$ cat src/hdl/frontend_settings.svh
`ifndef FRONTEND_SETTINGS_SVH
`define FRONTEND_SETTINGS_SVH

// First fetch address after reset
`define FE_RESET_PC 32'h0000_1000

// Queue capacity in pairs, and the pointer width that indexes it
`define FE_QUEUE_PAIRS 4
`define FE_QUEUE_PTR_W 2

// Pair credits count 0 to FE_QUEUE_PAIRS, with headroom for the overflow check
`define FE_PAIR_CREDIT_W 3

// Backend credits held by the front end
`define FE_ISSUE_CREDIT_MAX 15
`define FE_ISSUE_CREDIT_W 5

`endif

$ cat src/hdl/frontend_pkg.sv
`default_nettype none

package frontend_pkg;

    // Operation class of a decoded instruction
    typedef enum logic [3:0] {
        OP_ALU     = 4'd0,
        OP_ALU_IMM = 4'd1,
        OP_LOAD    = 4'd2,
        OP_STORE   = 4'd3,
        OP_BRANCH  = 4'd4,
        OP_JUMP    = 4'd5,
        OP_UPPER   = 4'd6,
        OP_SYSTEM  = 4'd7
    } op_class_e;

    // One decoded instruction as it travels through the queue
    typedef struct packed {
        logic [31:0] pc;
        logic [31:0] inst;
        op_class_e   op;
        logic [4:0]  rd;
        logic [4:0]  rs1;
        logic [4:0]  rs2;
        // Sign extended, already shifted for B, U and J formats
        logic [31:0] imm;
        logic        use_rs1;
        logic        use_rs2;
        // Unknown opcode, register fields and imm are zero
        logic        illegal;
    } inst_entry_t;

    // Two entries, index 0 is the older one
    typedef inst_entry_t [1:0] inst_pair_t;

endpackage : frontend_pkg

`default_nettype wire

$ cat src/hdl/pair_push_if.sv
`timescale 1ns/1ps
`default_nettype none

interface pair_push_if
    import frontend_pkg::*;
();

    // Pair buffer to queue
    logic       push;
    inst_pair_t pair;

    // Queue to pair buffer, one pulse per freed pair slot
    logic       credit_return;

    modport src (output push, output pair, input credit_return);

    modport dst (input push, input pair, output credit_return);

endinterface : pair_push_if

`default_nettype wire

$ cat src/hdl/fetch_stage.sv
`timescale 1ns/1ps
`default_nettype none

`include "frontend_settings.svh"

module fetch_stage (
    input  logic        clk,
    input  logic        rst,
    input  logic        accept,
    input  logic        imem_resp,
    output logic [31:0] imem_addr,
    output logic [3:0]  imem_rmask,
    output logic [31:0] fetch_pc,
    output logic        fetch_valid
);

    logic [31:0] pc;
    // Low only during the reset cycles
    logic        active;
    // A request is in flight and waits for imem_resp
    logic        outstanding;
    logic        request;

    // Once started, a request stays up until its response
    // New requests only start while the pair buffer has room
    assign request = active && (outstanding || accept);

    assign imem_rmask = request ? 4'hf : 4'h0;
    assign imem_addr = pc;
    assign fetch_pc = pc;

    // Response for the word at pc, decode sees it this cycle
    assign fetch_valid = request && imem_resp;

    always_ff @(posedge clk) begin
        if (rst) begin
            pc <= `FE_RESET_PC;
            active <= 1'b0;
            outstanding <= 1'b0;
        end else begin
            active <= 1'b1;
            // Strictly sequential stream
            if (fetch_valid) begin
                pc <= pc + 32'd4;
            end
            if (imem_resp) begin
                outstanding <= 1'b0;
            end else if (request) begin
                outstanding <= 1'b1;
            end
        end
    end

    // Instruction words only
    addr_aligned: assert property (@(posedge clk) disable iff (rst)
        request |-> (imem_addr[1:0] == 2'b00));

    // Address and read mask hold until the memory answers
    addr_stable: assert property (@(posedge clk) disable iff (rst)
        (request && !imem_resp) |=> (request && $stable(imem_addr)));

endmodule : fetch_stage

`default_nettype wire

$ cat src/hdl/decode_stage.sv
`timescale 1ns/1ps
`default_nettype none

module decode_stage
    import frontend_pkg::*;
(
    input  logic [31:0] fetch_pc,
    input  logic [31:0] imem_rdata,
    output inst_entry_t entry
);

    // RV32I major opcodes
    localparam logic [6:0] OPC_LUI      = 7'b0110111;
    localparam logic [6:0] OPC_AUIPC    = 7'b0010111;
    localparam logic [6:0] OPC_JAL      = 7'b1101111;
    localparam logic [6:0] OPC_JALR     = 7'b1100111;
    localparam logic [6:0] OPC_BRANCH   = 7'b1100011;
    localparam logic [6:0] OPC_LOAD     = 7'b0000011;
    localparam logic [6:0] OPC_STORE    = 7'b0100011;
    localparam logic [6:0] OPC_OP_IMM   = 7'b0010011;
    localparam logic [6:0] OPC_OP       = 7'b0110011;
    localparam logic [6:0] OPC_MISC_MEM = 7'b0001111;
    localparam logic [6:0] OPC_SYSTEM   = 7'b1110011;

    logic [6:0]  opcode;
    logic [31:0] imm_i;
    logic [31:0] imm_s;
    logic [31:0] imm_b;
    logic [31:0] imm_u;
    logic [31:0] imm_j;

    assign opcode = imem_rdata[6:0];

    // Immediates for every format, sign bit is always inst[31]
    assign imm_i = {{20{imem_rdata[31]}}, imem_rdata[31:20]};
    assign imm_s = {{20{imem_rdata[31]}}, imem_rdata[31:25], imem_rdata[11:7]};
    assign imm_b = {{19{imem_rdata[31]}}, imem_rdata[31], imem_rdata[7],
                    imem_rdata[30:25], imem_rdata[11:8], 1'b0};
    assign imm_u = {imem_rdata[31:12], 12'h000};
    assign imm_j = {{11{imem_rdata[31]}}, imem_rdata[31], imem_rdata[19:12],
                    imem_rdata[20], imem_rdata[30:21], 1'b0};

    always_comb begin
        // Fields not used by a format stay zero
        entry = '0;
        entry.pc = fetch_pc;
        entry.inst = imem_rdata;
        case (opcode)
            // R format
            OPC_OP: begin
                entry.op = OP_ALU;
                entry.rd = imem_rdata[11:7];
                entry.rs1 = imem_rdata[19:15];
                entry.rs2 = imem_rdata[24:20];
                entry.use_rs1 = 1'b1;
                entry.use_rs2 = 1'b1;
            end
            // I format, jalr counts as a jump
            OPC_OP_IMM, OPC_LOAD, OPC_JALR, OPC_MISC_MEM, OPC_SYSTEM: begin
                entry.op = (opcode == OPC_OP_IMM) ? OP_ALU_IMM :
                           (opcode == OPC_LOAD)   ? OP_LOAD :
                           (opcode == OPC_JALR)   ? OP_JUMP : OP_SYSTEM;
                entry.rd = imem_rdata[11:7];
                entry.rs1 = imem_rdata[19:15];
                entry.imm = imm_i;
                entry.use_rs1 = 1'b1;
            end
            // S format
            OPC_STORE: begin
                entry.op = OP_STORE;
                entry.rs1 = imem_rdata[19:15];
                entry.rs2 = imem_rdata[24:20];
                entry.imm = imm_s;
                entry.use_rs1 = 1'b1;
                entry.use_rs2 = 1'b1;
            end
            // B format
            OPC_BRANCH: begin
                entry.op = OP_BRANCH;
                entry.rs1 = imem_rdata[19:15];
                entry.rs2 = imem_rdata[24:20];
                entry.imm = imm_b;
                entry.use_rs1 = 1'b1;
                entry.use_rs2 = 1'b1;
            end
            // U format
            OPC_LUI, OPC_AUIPC: begin
                entry.op = OP_UPPER;
                entry.rd = imem_rdata[11:7];
                entry.imm = imm_u;
            end
            // J format
            OPC_JAL: begin
                entry.op = OP_JUMP;
                entry.rd = imem_rdata[11:7];
                entry.imm = imm_j;
            end
            // Unknown opcode, handled by the backend as a trap
            default: begin
                entry.op = OP_SYSTEM;
                entry.illegal = 1'b1;
            end
        endcase
    end

endmodule : decode_stage

`default_nettype wire

$ cat src/hdl/pair_buffer.sv
`timescale 1ns/1ps
`default_nettype none

`include "frontend_settings.svh"

module pair_buffer
    import frontend_pkg::*;
(
    input  logic        clk,
    input  logic        rst,
    input  logic        fetch_valid,
    input  inst_entry_t entry,
    output logic        accept,
    pair_push_if.src    q
);

    inst_entry_t                  slot0;
    inst_entry_t                  slot1;
    // Number of filled slots, 0 to 2
    logic [1:0]                   fill;
    logic [1:0]                   fill_next;
    // Free pair slots in the queue
    logic [`FE_PAIR_CREDIT_W-1:0] credits;
    logic [`FE_PAIR_CREDIT_W-1:0] credits_next;
    logic                         push_q;

    // Full pair waiting on a credit blocks fetch
    assign accept = !((fill == 2'd2) && !push_q);

    assign q.push = push_q;
    assign q.pair[0] = slot0;
    assign q.pair[1] = slot1;

    always_comb begin
        // A push empties both slots, a capture refills slot 0 in the same cycle
        case ({push_q, fetch_valid})
            2'b10: fill_next = 2'd0;
            2'b11: fill_next = 2'd1;
            2'b01: fill_next = fill + 2'd1;
            default: fill_next = fill;
        endcase
        credits_next = credits;
        if (push_q && !q.credit_return) begin
            credits_next = credits - `FE_PAIR_CREDIT_W'(1);
        end else if (!push_q && q.credit_return) begin
            credits_next = credits + `FE_PAIR_CREDIT_W'(1);
        end
    end

    always_ff @(posedge clk) begin
        if (rst) begin
            fill <= 2'd0;
            credits <= `FE_PAIR_CREDIT_W'(`FE_QUEUE_PAIRS);
            push_q <= 1'b0;
        end else begin
            fill <= fill_next;
            credits <= credits_next;
            // Push the cycle after the pair completes, or once a credit comes back
            push_q <= (fill_next == 2'd2) && (credits_next != '0);
        end
    end

    always_ff @(posedge clk) begin
        if (fetch_valid) begin
            if (push_q || (fill == 2'd0)) begin
                slot0 <= entry;
            end else begin
                slot1 <= entry;
            end
        end
    end

    // Queue must have a free pair slot
    push_has_credit: assert property (@(posedge clk) disable iff (rst)
        q.push |-> (credits != '0));

    // More returns than pushes means the queue and buffer disagree
    credits_bounded: assert property (@(posedge clk) disable iff (rst)
        credits <= `FE_QUEUE_PAIRS);

    // Fetch only delivers a word when a slot is free
    no_lost_word: assert property (@(posedge clk) disable iff (rst)
        fetch_valid |-> accept);

endmodule : pair_buffer

`default_nettype wire

$ cat src/hdl/inst_queue.sv
`timescale 1ns/1ps
`default_nettype none

`include "frontend_settings.svh"

module inst_queue
    import frontend_pkg::*;
(
    input  logic        clk,
    input  logic        rst,
    pair_push_if.dst    q,
    input  logic        issue_credit,
    output logic        issue_valid,
    output inst_entry_t issue_entry
);

    inst_pair_t                    mem [`FE_QUEUE_PAIRS];
    logic [`FE_QUEUE_PTR_W-1:0]    head;
    logic [`FE_QUEUE_PTR_W-1:0]    tail;
    // Which entry of the head pair issues next
    logic                          half;
    // Occupied pair slots
    logic [`FE_PAIR_CREDIT_W-1:0]  used;
    // Credits granted by the backend and not yet spent
    logic [`FE_ISSUE_CREDIT_W-1:0] credits;
    logic                          full;
    logic                          empty;
    logic                          fire;
    logic                          pop;
    logic                          ret_q;

    // Wraps for any depth, not only powers of two
    function automatic logic [`FE_QUEUE_PTR_W-1:0] next_ptr(
        input logic [`FE_QUEUE_PTR_W-1:0] ptr
    );
        if (ptr == `FE_QUEUE_PTR_W'(`FE_QUEUE_PAIRS - 1)) begin
            return '0;
        end
        return ptr + `FE_QUEUE_PTR_W'(1);
    endfunction

    assign full = (used == `FE_PAIR_CREDIT_W'(`FE_QUEUE_PAIRS));
    assign empty = (used == '0);

    // Issue one entry when something is at the head and a credit is held
    assign fire = !empty && (credits != '0);
    // Second entry of the pair leaves, slot frees
    assign pop = fire && half;

    assign q.credit_return = ret_q;

    always_ff @(posedge clk) begin
        if (q.push) begin
            mem[tail] <= q.pair;
        end
    end

    always_ff @(posedge clk) begin
        if (fire) begin
            issue_entry <= mem[head][half];
        end
    end

    always_ff @(posedge clk) begin
        if (rst) begin
            head <= '0;
            tail <= '0;
            half <= 1'b0;
            used <= '0;
            credits <= '0;
            issue_valid <= 1'b0;
            ret_q <= 1'b0;
        end else begin
            if (q.push) begin
                tail <= next_ptr(tail);
            end
            if (pop) begin
                head <= next_ptr(head);
            end
            if (fire) begin
                half <= !half;
            end
            case ({q.push, pop})
                2'b10: used <= used + `FE_PAIR_CREDIT_W'(1);
                2'b01: used <= used - `FE_PAIR_CREDIT_W'(1);
                default: used <= used;
            endcase
            // Backend grant and issue may land in the same cycle
            case ({issue_credit, fire})
                2'b10: credits <= credits + `FE_ISSUE_CREDIT_W'(1);
                2'b01: credits <= credits - `FE_ISSUE_CREDIT_W'(1);
                default: credits <= credits;
            endcase
            issue_valid <= fire;
            // Pulses alongside the second entry of the pair
            ret_q <= pop;
        end
    end

    // Pair buffer credits keep pushes away from a full queue
    no_push_full: assert property (@(posedge clk) disable iff (rst)
        q.push |-> !full);

    // Backend never grants more than the front end can hold
    issue_credits_bounded: assert property (@(posedge clk) disable iff (rst)
        credits <= `FE_ISSUE_CREDIT_MAX);

endmodule : inst_queue

`default_nettype wire

$ cat src/hdl/frontend_top.sv
`timescale 1ns/1ps
`default_nettype none

module frontend_top
    import frontend_pkg::*;
(
    input  logic        clk,
    input  logic        rst,

    // Instruction memory
    output logic [31:0] imem_addr,
    output logic [3:0]  imem_rmask,
    input  logic [31:0] imem_rdata,
    input  logic        imem_resp,

    // Backend issue
    input  logic        issue_credit,
    output logic        issue_valid,
    output logic [31:0] issue_pc,
    output logic [31:0] issue_inst,
    output op_class_e   issue_op,
    output logic [4:0]  issue_rd,
    output logic [4:0]  issue_rs1,
    output logic [4:0]  issue_rs2,
    output logic [31:0] issue_imm,
    output logic        issue_illegal
);

    logic        accept;
    logic [31:0] fetch_pc;
    logic        fetch_valid;
    inst_entry_t decoded;
    inst_entry_t issue_entry;

    // Pair buffer to queue, pairs one way and credits back
    pair_push_if pair_push ();

    fetch_stage fetch_stage_inst (
        .clk         (clk),
        .rst         (rst),
        .accept      (accept),
        .imem_resp   (imem_resp),
        .imem_addr   (imem_addr),
        .imem_rmask  (imem_rmask),
        .fetch_pc    (fetch_pc),
        .fetch_valid (fetch_valid)
    );

    decode_stage decode_stage_inst (
        .fetch_pc   (fetch_pc),
        .imem_rdata (imem_rdata),
        .entry      (decoded)
    );

    pair_buffer pair_buffer_inst (
        .clk         (clk),
        .rst         (rst),
        .fetch_valid (fetch_valid),
        .entry       (decoded),
        .accept      (accept),
        .q           (pair_push.src)
    );

    inst_queue inst_queue_inst (
        .clk          (clk),
        .rst          (rst),
        .q            (pair_push.dst),
        .issue_credit (issue_credit),
        .issue_valid  (issue_valid),
        .issue_entry  (issue_entry)
    );

    // Issued entry out as plain ports
    assign issue_pc = issue_entry.pc;
    assign issue_inst = issue_entry.inst;
    assign issue_op = issue_entry.op;
    assign issue_rd = issue_entry.rd;
    assign issue_rs1 = issue_entry.rs1;
    assign issue_rs2 = issue_entry.rs2;
    assign issue_imm = issue_entry.imm;
    assign issue_illegal = issue_entry.illegal;

endmodule : frontend_top

`default_nettype wire

$ cat config.mk
export PLATFORM = sky130hd
export DESIGN_NAME = frontend_top
export DESIGN_NICKNAME = d
export VERILOG_FILES = /design/src/hdl/frontend_pkg.sv /design/src/hdl/pair_push_if.sv /design/src/hdl/fetch_stage.sv /design/src/hdl/decode_stage.sv /design/src/hdl/pair_buffer.sv /design/src/hdl/inst_queue.sv /design/src/hdl/frontend_top.sv
export VERILOG_INCLUDE_DIRS = /design/src /design/src/hdl
export SDC_FILE = /design/constraint.sdc
export NUM_CORES = 1
export LEC_CHECK = 0
export ABC_AREA = 0
export ABC_CLOCK_PERIOD_IN_PS = 28500
export BUFFER_PORTS_ARGS = -buffer_cell sky130_fd_sc_hd__buf_4
export CORE_MARGIN = 2
export CORE_UTILIZATION = 55
export DETAILED_ROUTE_END_ITERATION = 10
export GPL_TIMING_DRIVEN = 0
export PLACE_DENSITY_LB_ADDON = 0.25
export SLEW_MARGIN = 20
export SYNTH_ARGS = -nofsm -noshare
export SYNTH_HDL_FRONTEND = slang
export SYNTH_SLANG_ARGS = --single-unit
$ cat constraint.sdc
create_clock -name clk -period 28.5 [get_ports clk]
set_input_delay 7.125 -clock clk [delete_from_list [all_inputs] [get_ports clk]]
set_output_delay 7.125 -clock clk [all_outputs]
set_load 0.02 [all_outputs]
==> results.py, run 1 <==
metrics = {
    "status": {
        "outcome": "complete, no violations",
    },
    "synthesis": {
        "synth.avg_cell_area_um2": 22.4,
        "ys_warn_count": 0,
        "syn-instance-count": 2127,
        "synth_top_area_cell": "edfxtp_1",
        "synth_area_leaders": "edfxtp_1 (78%), mux4_2 (11%), mux2_2 (2.7%), dfxtp_1 (2.3%), buf_4 (0.61%)",
        "syn-cell-area_um2": 47600,
        "synth_cell_types": 51,
        "ys_seq_area_share_pct": 80.7,
        "synth_seq_cells": 1298,
        "synth-async-reset-ratio_pct": 0,
        "synthFlopType": "edfxtp_1",
        "synth_enable_flop_cells": 1243,
        "synth_top_area_share_pct": 78.3,
    },
    "global_route": {
        "overflow": 0,
        "grt_pass1_vias": 22975,
        "grt_max_degree": 45,
        "track_usage_pct": 22.3,
        "grt_pass1_wl_um": 146000,
        "antenna_found_initial": 1,
    },
    "sta": {
        "min_period_over_period_pct": 32.9,
        "tightest_slew_ns": 1.12,
        "whs_ns": 0.488,
        "setup_viol": 0,
        "finClkSkew_ns": 0.0267,
        "final-hold-violation-count": 0,
        "rsz0062_at_grt": "false",
        "timing.slew.headroom_pct": 25.6,
        "period_needed_ns": 9.39,
        "setup_tns_ns": 0,
        "fmaxAchievable_ghz": 0.107,
        "slew_viol_final": 0,
    },
    "place": {
        "portBuffers": 183,
        "gp_congestion": 0.828,
        "place_area_um2": 51500,
        "dp_hpwl_um": 60400,
    },
    "power": {
        "powerDensity_nw_per_um2": 68.9,
        "p_leak_nw": 17.8,
        "p_comb_share_pct": 2.0,
        "vdd_drop_max_uv": 52.3,
        "p_total_w": 0.00384,
        "p_int_w": 0.00309,
        "switching_share_pct": 19.4,
        "pwr-share-clk_pct": 42.8,
        "power_frac_seq_pct": 55.3,
        "p_switching_w": 0.000745,
    },
    "clock_network": {
        "post-cts-setup-buffers": 0,
        "root_buffer": "clkbuf_16",
        "htree_levels": 4,
        "cts_resized": 0,
        "cts-hold-fix-buffers": 0,
        "tritoncts": "yes",
        "cts_buffers": 130,
        "clock_latency_ns": 0.71,
        "cts_buffer_depth": 3,
        "clkTransAtPathRegs_ns": 0.06,
        "clkSinkCount": 1298,
    },
    "worst_setup_path": {
        "cp-startpoint": "pair_buffer_inst.fill[0]",
        "cp_max_fo": 5,
        "critical_path_class": "reg -> out",
        "arrival_ns": 2.26,
        "crit_path_start_kind": "flop",
        "cp-end-kind": "output pin",
        "crit_required_ns": 21.38,
    },
    "hold_path": {
        "min-delay-start": "pair_buffer_inst.q.pair[142]",
        "hold_path.class": "reg -> reg",
    },
    "drt": {
        "via_count": 21937,
        "ant_nets": 0,
        "drt-total-wl_um": 97400,
        "drt_iter0_markers": 2043,
        "drt_pass1_iterations": 6,
        "wire_per_inst_um": 26.1,
        "drc_errors": 0,
        "routed_via_density": 5.87,
    },
    "cells_and_area": {
        "final_core_util_pct": 65.1,
        "drive_gt1_share_pct": 31.6,
        "fin_nets": 2553,
        "layout_common_cells": "edfxtp_1 (1243), buf_4 (234), mux4_2 (226)",
        "mostFrequentLayoutCell": "edfxtp_1",
        "final_cell_area_um2": 55700,
        "area_growth_pct": 16.9,
    },
    "die": {
        "num_io_pins": 189,
        "start_util_pct": 55.7,
        "die_w_um": 298,
        "num_rows": 107,
        "core_area_um2": 85500,
        "die_y_um": 298,
        "dieArea_um2": 89000,
    },
    "job": {
        "drv_cap": 0,
    },
}
-- power by group through the flow --
stage | Combinational, W | Clock [W] | Sequential, W
2_1_floorplan | 0.0000352 | 0 | 0.00216
3_3_place_gp | 0.0000657 | 0 | 0.00217
3_5_place_dp | 0.0000756 | 0 | 0.00216
4_1_cts | 0.0000763 | 0.00167 | 0.00212
5_1_grt | 0.0000803 | 0.00174 | 0.00212
6_report | 0.0000753 | 0.00164 | 0.00212
-- path summary, 6_finish.rpt --
| kind | to | slack (ns) | cells past startpoint |
|---|---|---|---|
| setup / recovery | imem_rmask[2] | 19.11 | 6 |
| hold reg to reg | inst_queue_inst.mem[1][142] | 0.49 | 0 |
| hold / removal | inst_queue_inst.mem[1][142] | 0.49 | 0 |
| setup reg to reg | inst_queue_inst.issue_entry[105] | 24.73 | 5 |
-- critical path, stage by stage, from the launching register on --
cell and delay [ns]:
dfxtp_1 0.30, inv_1 0.10, ha_1 0.16, or3b_2 0.47
and2_1 0.23, buf_4 0.15, buf_4 0.14
-- routing by layer --
metal,GRT usage (%),part of all wire [%],routed length [µm],vias to the layer above
met5,0,0.015,15,-
met4,5.86,1.8,1790,2
met3,3.68,6.6,6420,119
met2,38.3,52,50800,827
met1,30.0,39,38400,11566
li1,-,-,-,9423
-- stage by stage --
step,cells,setup slack [ns]
6_report,3737,19.11
5_1_grt,3735,18.99
4_1_cts,3735,19.06
3_5_place_dp,3512,18.74
3_3_place_gp,3458,3.96
2_1_floorplan,2131,12.74
-- flip-flops by register name, summed over array words and instances, names as in the netlist, named ones only --
name	cells
inst_queue_inst.mem	904
pair_buffer_inst.q.pair	226
inst_queue_inst.issue_entry	113
fetch_stage_inst.fetch_pc	30
inst_queue_inst.credits	5
inst_queue_inst.used	3
pair_buffer_inst.credits	3
inst_queue_inst.head	2
inst_queue_inst.tail	2
pair_buffer_inst.fill	2
fetch_stage_inst.active	1
fetch_stage_inst.outstanding	1
inst_queue_inst.half	1
inst_queue_inst.issue_valid	1
inst_queue_inst.q.credit_return	1
pair_buffer_inst.q.push	1
-- synth_stat cells (all sizes together) (3+ instances only) --
cell / instances
inv: 21
and3: 6
dfxtp: 55
xor2: 14
a21oi: 25
ha: 15
nor2: 60
nand3: 14
or3: 7
buf: 62
mux4: 226
nor2b: 5
edfxtp: 1243
clkbuf: 59
or4: 4
nand2: 33
o21ai: 13
a22o: 4
and2: 32
nor3: 19
a21o: 23
nand4: 11
or2: 3
xnor2: 20
mux2: 115
nor4: 7
nand2b: 4
-- cell families after synthesis --
group	count (synthesis)	share of synthesized area (%)
mux	343	13.4
simple gates	211	2.25
flops	1298	80.7
compound gates	79	1.08
other cells	1	0.00787
fa+ha+maj	18	0.499
xor+xnor	34	0.625
buf+inv	143	1.44
-- layout make-up --
class	count	area, µm²
diodes	2	5.00
plain buffers	121	613
clock buffers	155	3450
clock inverters	68	684
fillers	5505	29900
inverters	22	82.6
multi-input cells	690	8580
flip-flops and latches	1298	38400
well taps	1144	1430
repair buffers	237	2410
No activity file was read; power rests on OpenSTA's default activity.
==> inputs of run 2 (changes only) <==
--- a/config.mk
+++ b/config.mk
@@ -7,7 +7,7 @@
 export NUM_CORES = 1
 export LEC_CHECK = 0
 export ABC_AREA = 0
-export ABC_CLOCK_PERIOD_IN_PS = 28500
+export ABC_CLOCK_PERIOD_IN_PS = 8700
 export BUFFER_PORTS_ARGS = -buffer_cell sky130_fd_sc_hd__buf_4
 export CORE_MARGIN = 2
 export CORE_UTILIZATION = 55
==> constraint.sdc (replaced) <==
create_clock -name clk -period 8.7 [get_ports clk]
set_input_delay 2.175 -clock clk [delete_from_list [all_inputs] [get_ports clk]]
set_output_delay 2.175 -clock clk [all_outputs]
set_load 0.02 [all_outputs]
==> run 2 against run 1 <==
Against the previous run:
- wire length shrank 1.4%
- die area is the same
- combinational power grew to 3.3 times the previous value
- utilization is essentially flat
- sequential power grew to 3.3 times the previous value
- total power grew to 3.3 times the previous value
- worst hold slack lost 0.0025 ns
==> results.py, run 2 (synthesis gave the netlist of run 1 again) <==
metrics = {
    "worst_setup_path": {
        "cp-startpoint": "pair_buffer_inst.fill[0]",
        "critical_path_class": "reg -> out",
        "cp-end-kind": "output pin",
        "crit_path_start_kind": "flop",
        "crit_required_ns": 6.53,
        "arrival_ns": 2.27,
        "cp_max_fo": 5,
    },
    "hold_path": {
        "min-delay-start": "pair_buffer_inst.q.pair[169]",
        "hold_path.class": "reg -> reg",
    },
    "die": {
        "num_rows": 107,
        "num_io_pins": 189,
        "die_w_um": 298,
        "die_y_um": 298,
        "start_util_pct": 55.7,
        "dieArea_um2": 89000,
        "core_area_um2": 85500,
    },
    "power": {
        "power_frac_seq_pct": 55.2,
        "powerDensity_nw_per_um2": 226,
        "p_switching_w": 0.00244,
        "pwr-share-clk_pct": 42.8,
        "vdd_drop_max_uv": 196,
        "p_int_w": 0.0101,
        "switching_share_pct": 19.4,
        "p_leak_nw": 17.8,
        "p_comb_share_pct": 2.0,
    },
    "job": {
        "drv_cap": 0,
    },
    "place": {
        "gp_congestion": 0.819,
        "post-place-ws_ns": 3.97,
        "portBuffers": 183,
        "dp_hpwl_um": 60100,
    },
    "sta": {
        "slew_viol_final": 0,
        "timing.slew.headroom_pct": 28.7,
        "rsz0062_at_grt": "false",
        "setup_viol": 0,
        "whs_ns": 0.485,
        "period_needed_ns": 4.45,
        "final-hold-violation-count": 0,
        "finClkSkew_ns": 0.0243,
        "worst_slack_ns": 4.25,
        "fmaxAchievable_ghz": 0.225,
        "tightest_slew_ns": 1.06,
        "min_period_over_period_pct": 51.1,
    },
    "global_route": {
        "grt_max_degree": 46,
        "globalRouteMet3Util_pct": 3.87,
        "track_usage_pct": 21.9,
        "busiest_layer": "met2",
        "grt_pass1_vias": 22918,
        "grt_pass1_wl_um": 144000,
        "use_met2_pct": 36.9,
        "overflow": 0,
        "antenna_found_initial": 3,
        "grt_use_met1_pct": 29.7,
    },
    "cells_and_area": {
        "mostFrequentLayoutCell": "edfxtp_1",
        "top_register": "inst_queue_inst.mem",
        "drive_gt1_share_pct": 31.4,
        "n_antenna_cell": 0,
        "filler_cell_count": 5439,
        "fin_nets": 2547,
        "largest_reg_flops": 904,
        "layout_common_cells": "edfxtp_1 (1243), mux4_2 (226), buf_4 (222)",
        "area_growth_pct": 16.9,
    },
    "drt": {
        "routed_via_density": 5.84,
        "drt_pass1_iterations": 6,
        "wire_per_inst_um": 25.7,
        "drc_errors": 0,
        "via_count": 21781,
        "drt_iter0_markers": 2055,
        "drt-total-wl_um": 96000,
        "ant_nets": 0,
    },
    "clock_network": {
        "cts_resized": 0,
        "clock_latency_ns": 0.71,
        "post-cts-setup-buffers": 0,
        "tritoncts": "yes",
        "clkTransAtPathRegs_ns": 0.06,
        "cts_buffer_depth": 3,
        "clkSinkCount": 1298,
        "htree_levels": 4,
        "root_buffer": "clkbuf_16",
        "cts-hold-fix-buffers": 0,
        "cts_buffers": 130,
    },
    "status": {
        "outcome": "complete, no violations",
    },
}
==> run 2: cell count changes in the layout (fill, tap and decap cells not counted), moves of 3 or more <==
cell	change
buf_16	-3
clkinv_2	+3
buf_4	-12
buf_6	-6
clkbuf_2	-4
clkbuf_8	+6
clkinvlp_4	-3
clkinv_8	-4
buf_12	+4
buf_1	+4
buf_8	+11
==> run 2: worst paths after layout <==
kind	cells after the start	endpoint	slack, ns
setup / recovery	6	imem_rmask[3]	4.25
hold / removal	0	inst_queue_inst.mem[3][169]	0.49
setup reg to reg	5	inst_queue_inst.issue_entry[52]	4.89
hold reg to reg	0	inst_queue_inst.mem[3][169]	0.49
==> run 2: final cells by class <==
type	count	area [µm²]	share of cell area (%)
flip-flops and latches	1298	38400	69.0
multi-input cells	690	8580	15.4
clock buffers	160	3550	6.38
repair buffers	231	2420	4.34
well taps	1144	1430	2.57
plain buffers	121	608	1.09
clock inverters	65	593	1.06
inverters	22	82.6	0.148
==> run 2: metrics by stage <==
stage / utilization (%) / power (W) / TNS, ns / instances / area, µm²
2_1_floorplan: - / 0.00720 / 0 / 2131 / 47700
3_3_place_gp: 59.0 / 0.00732 / -3307.46 / 3458 / 50500
3_5_place_dp: 60.2 / 0.00733 / 0 / 3505 / 51500
4_1_cts: 65.1 / 0.0127 / 0 / 3730 / 55700
5_1_grt: 65.1 / 0.0129 / 0 / 3731 / 55700
6_report: 65.1 / 0.0126 / 0 / 3731 / 55700
==> run 2: worst max-delay path, cell delays in order (launching register included) <==
cell,delay [ns]
dfxtp_1,0.30
inv_1,0.10
ha_1,0.17
or3b_2,0.48
and2_1,0.23
buf_4,0.14
buf_4,0.15
==> run 2: layer usage <==
layer	vias up	wire [µm]
met5	-	11
met4	2	2270
met3	154	5950
met2	787	49800
met1	11427	38000
li1	9411	-
==> run 2: power groups by stage <==
stage | logic, W | registers [W] | clock network [W]
3_3_place_gp | 0.000215 | 0.00711 | 0
3_5_place_dp | 0.000249 | 0.00708 | 0
4_1_cts | 0.000251 | 0.00695 | 0.00549
5_1_grt | 0.000263 | 0.00696 | 0.00572
2_1_floorplan | 0.000116 | 0.00709 | 0
6_report | 0.000247 | 0.00695 | 0.00539
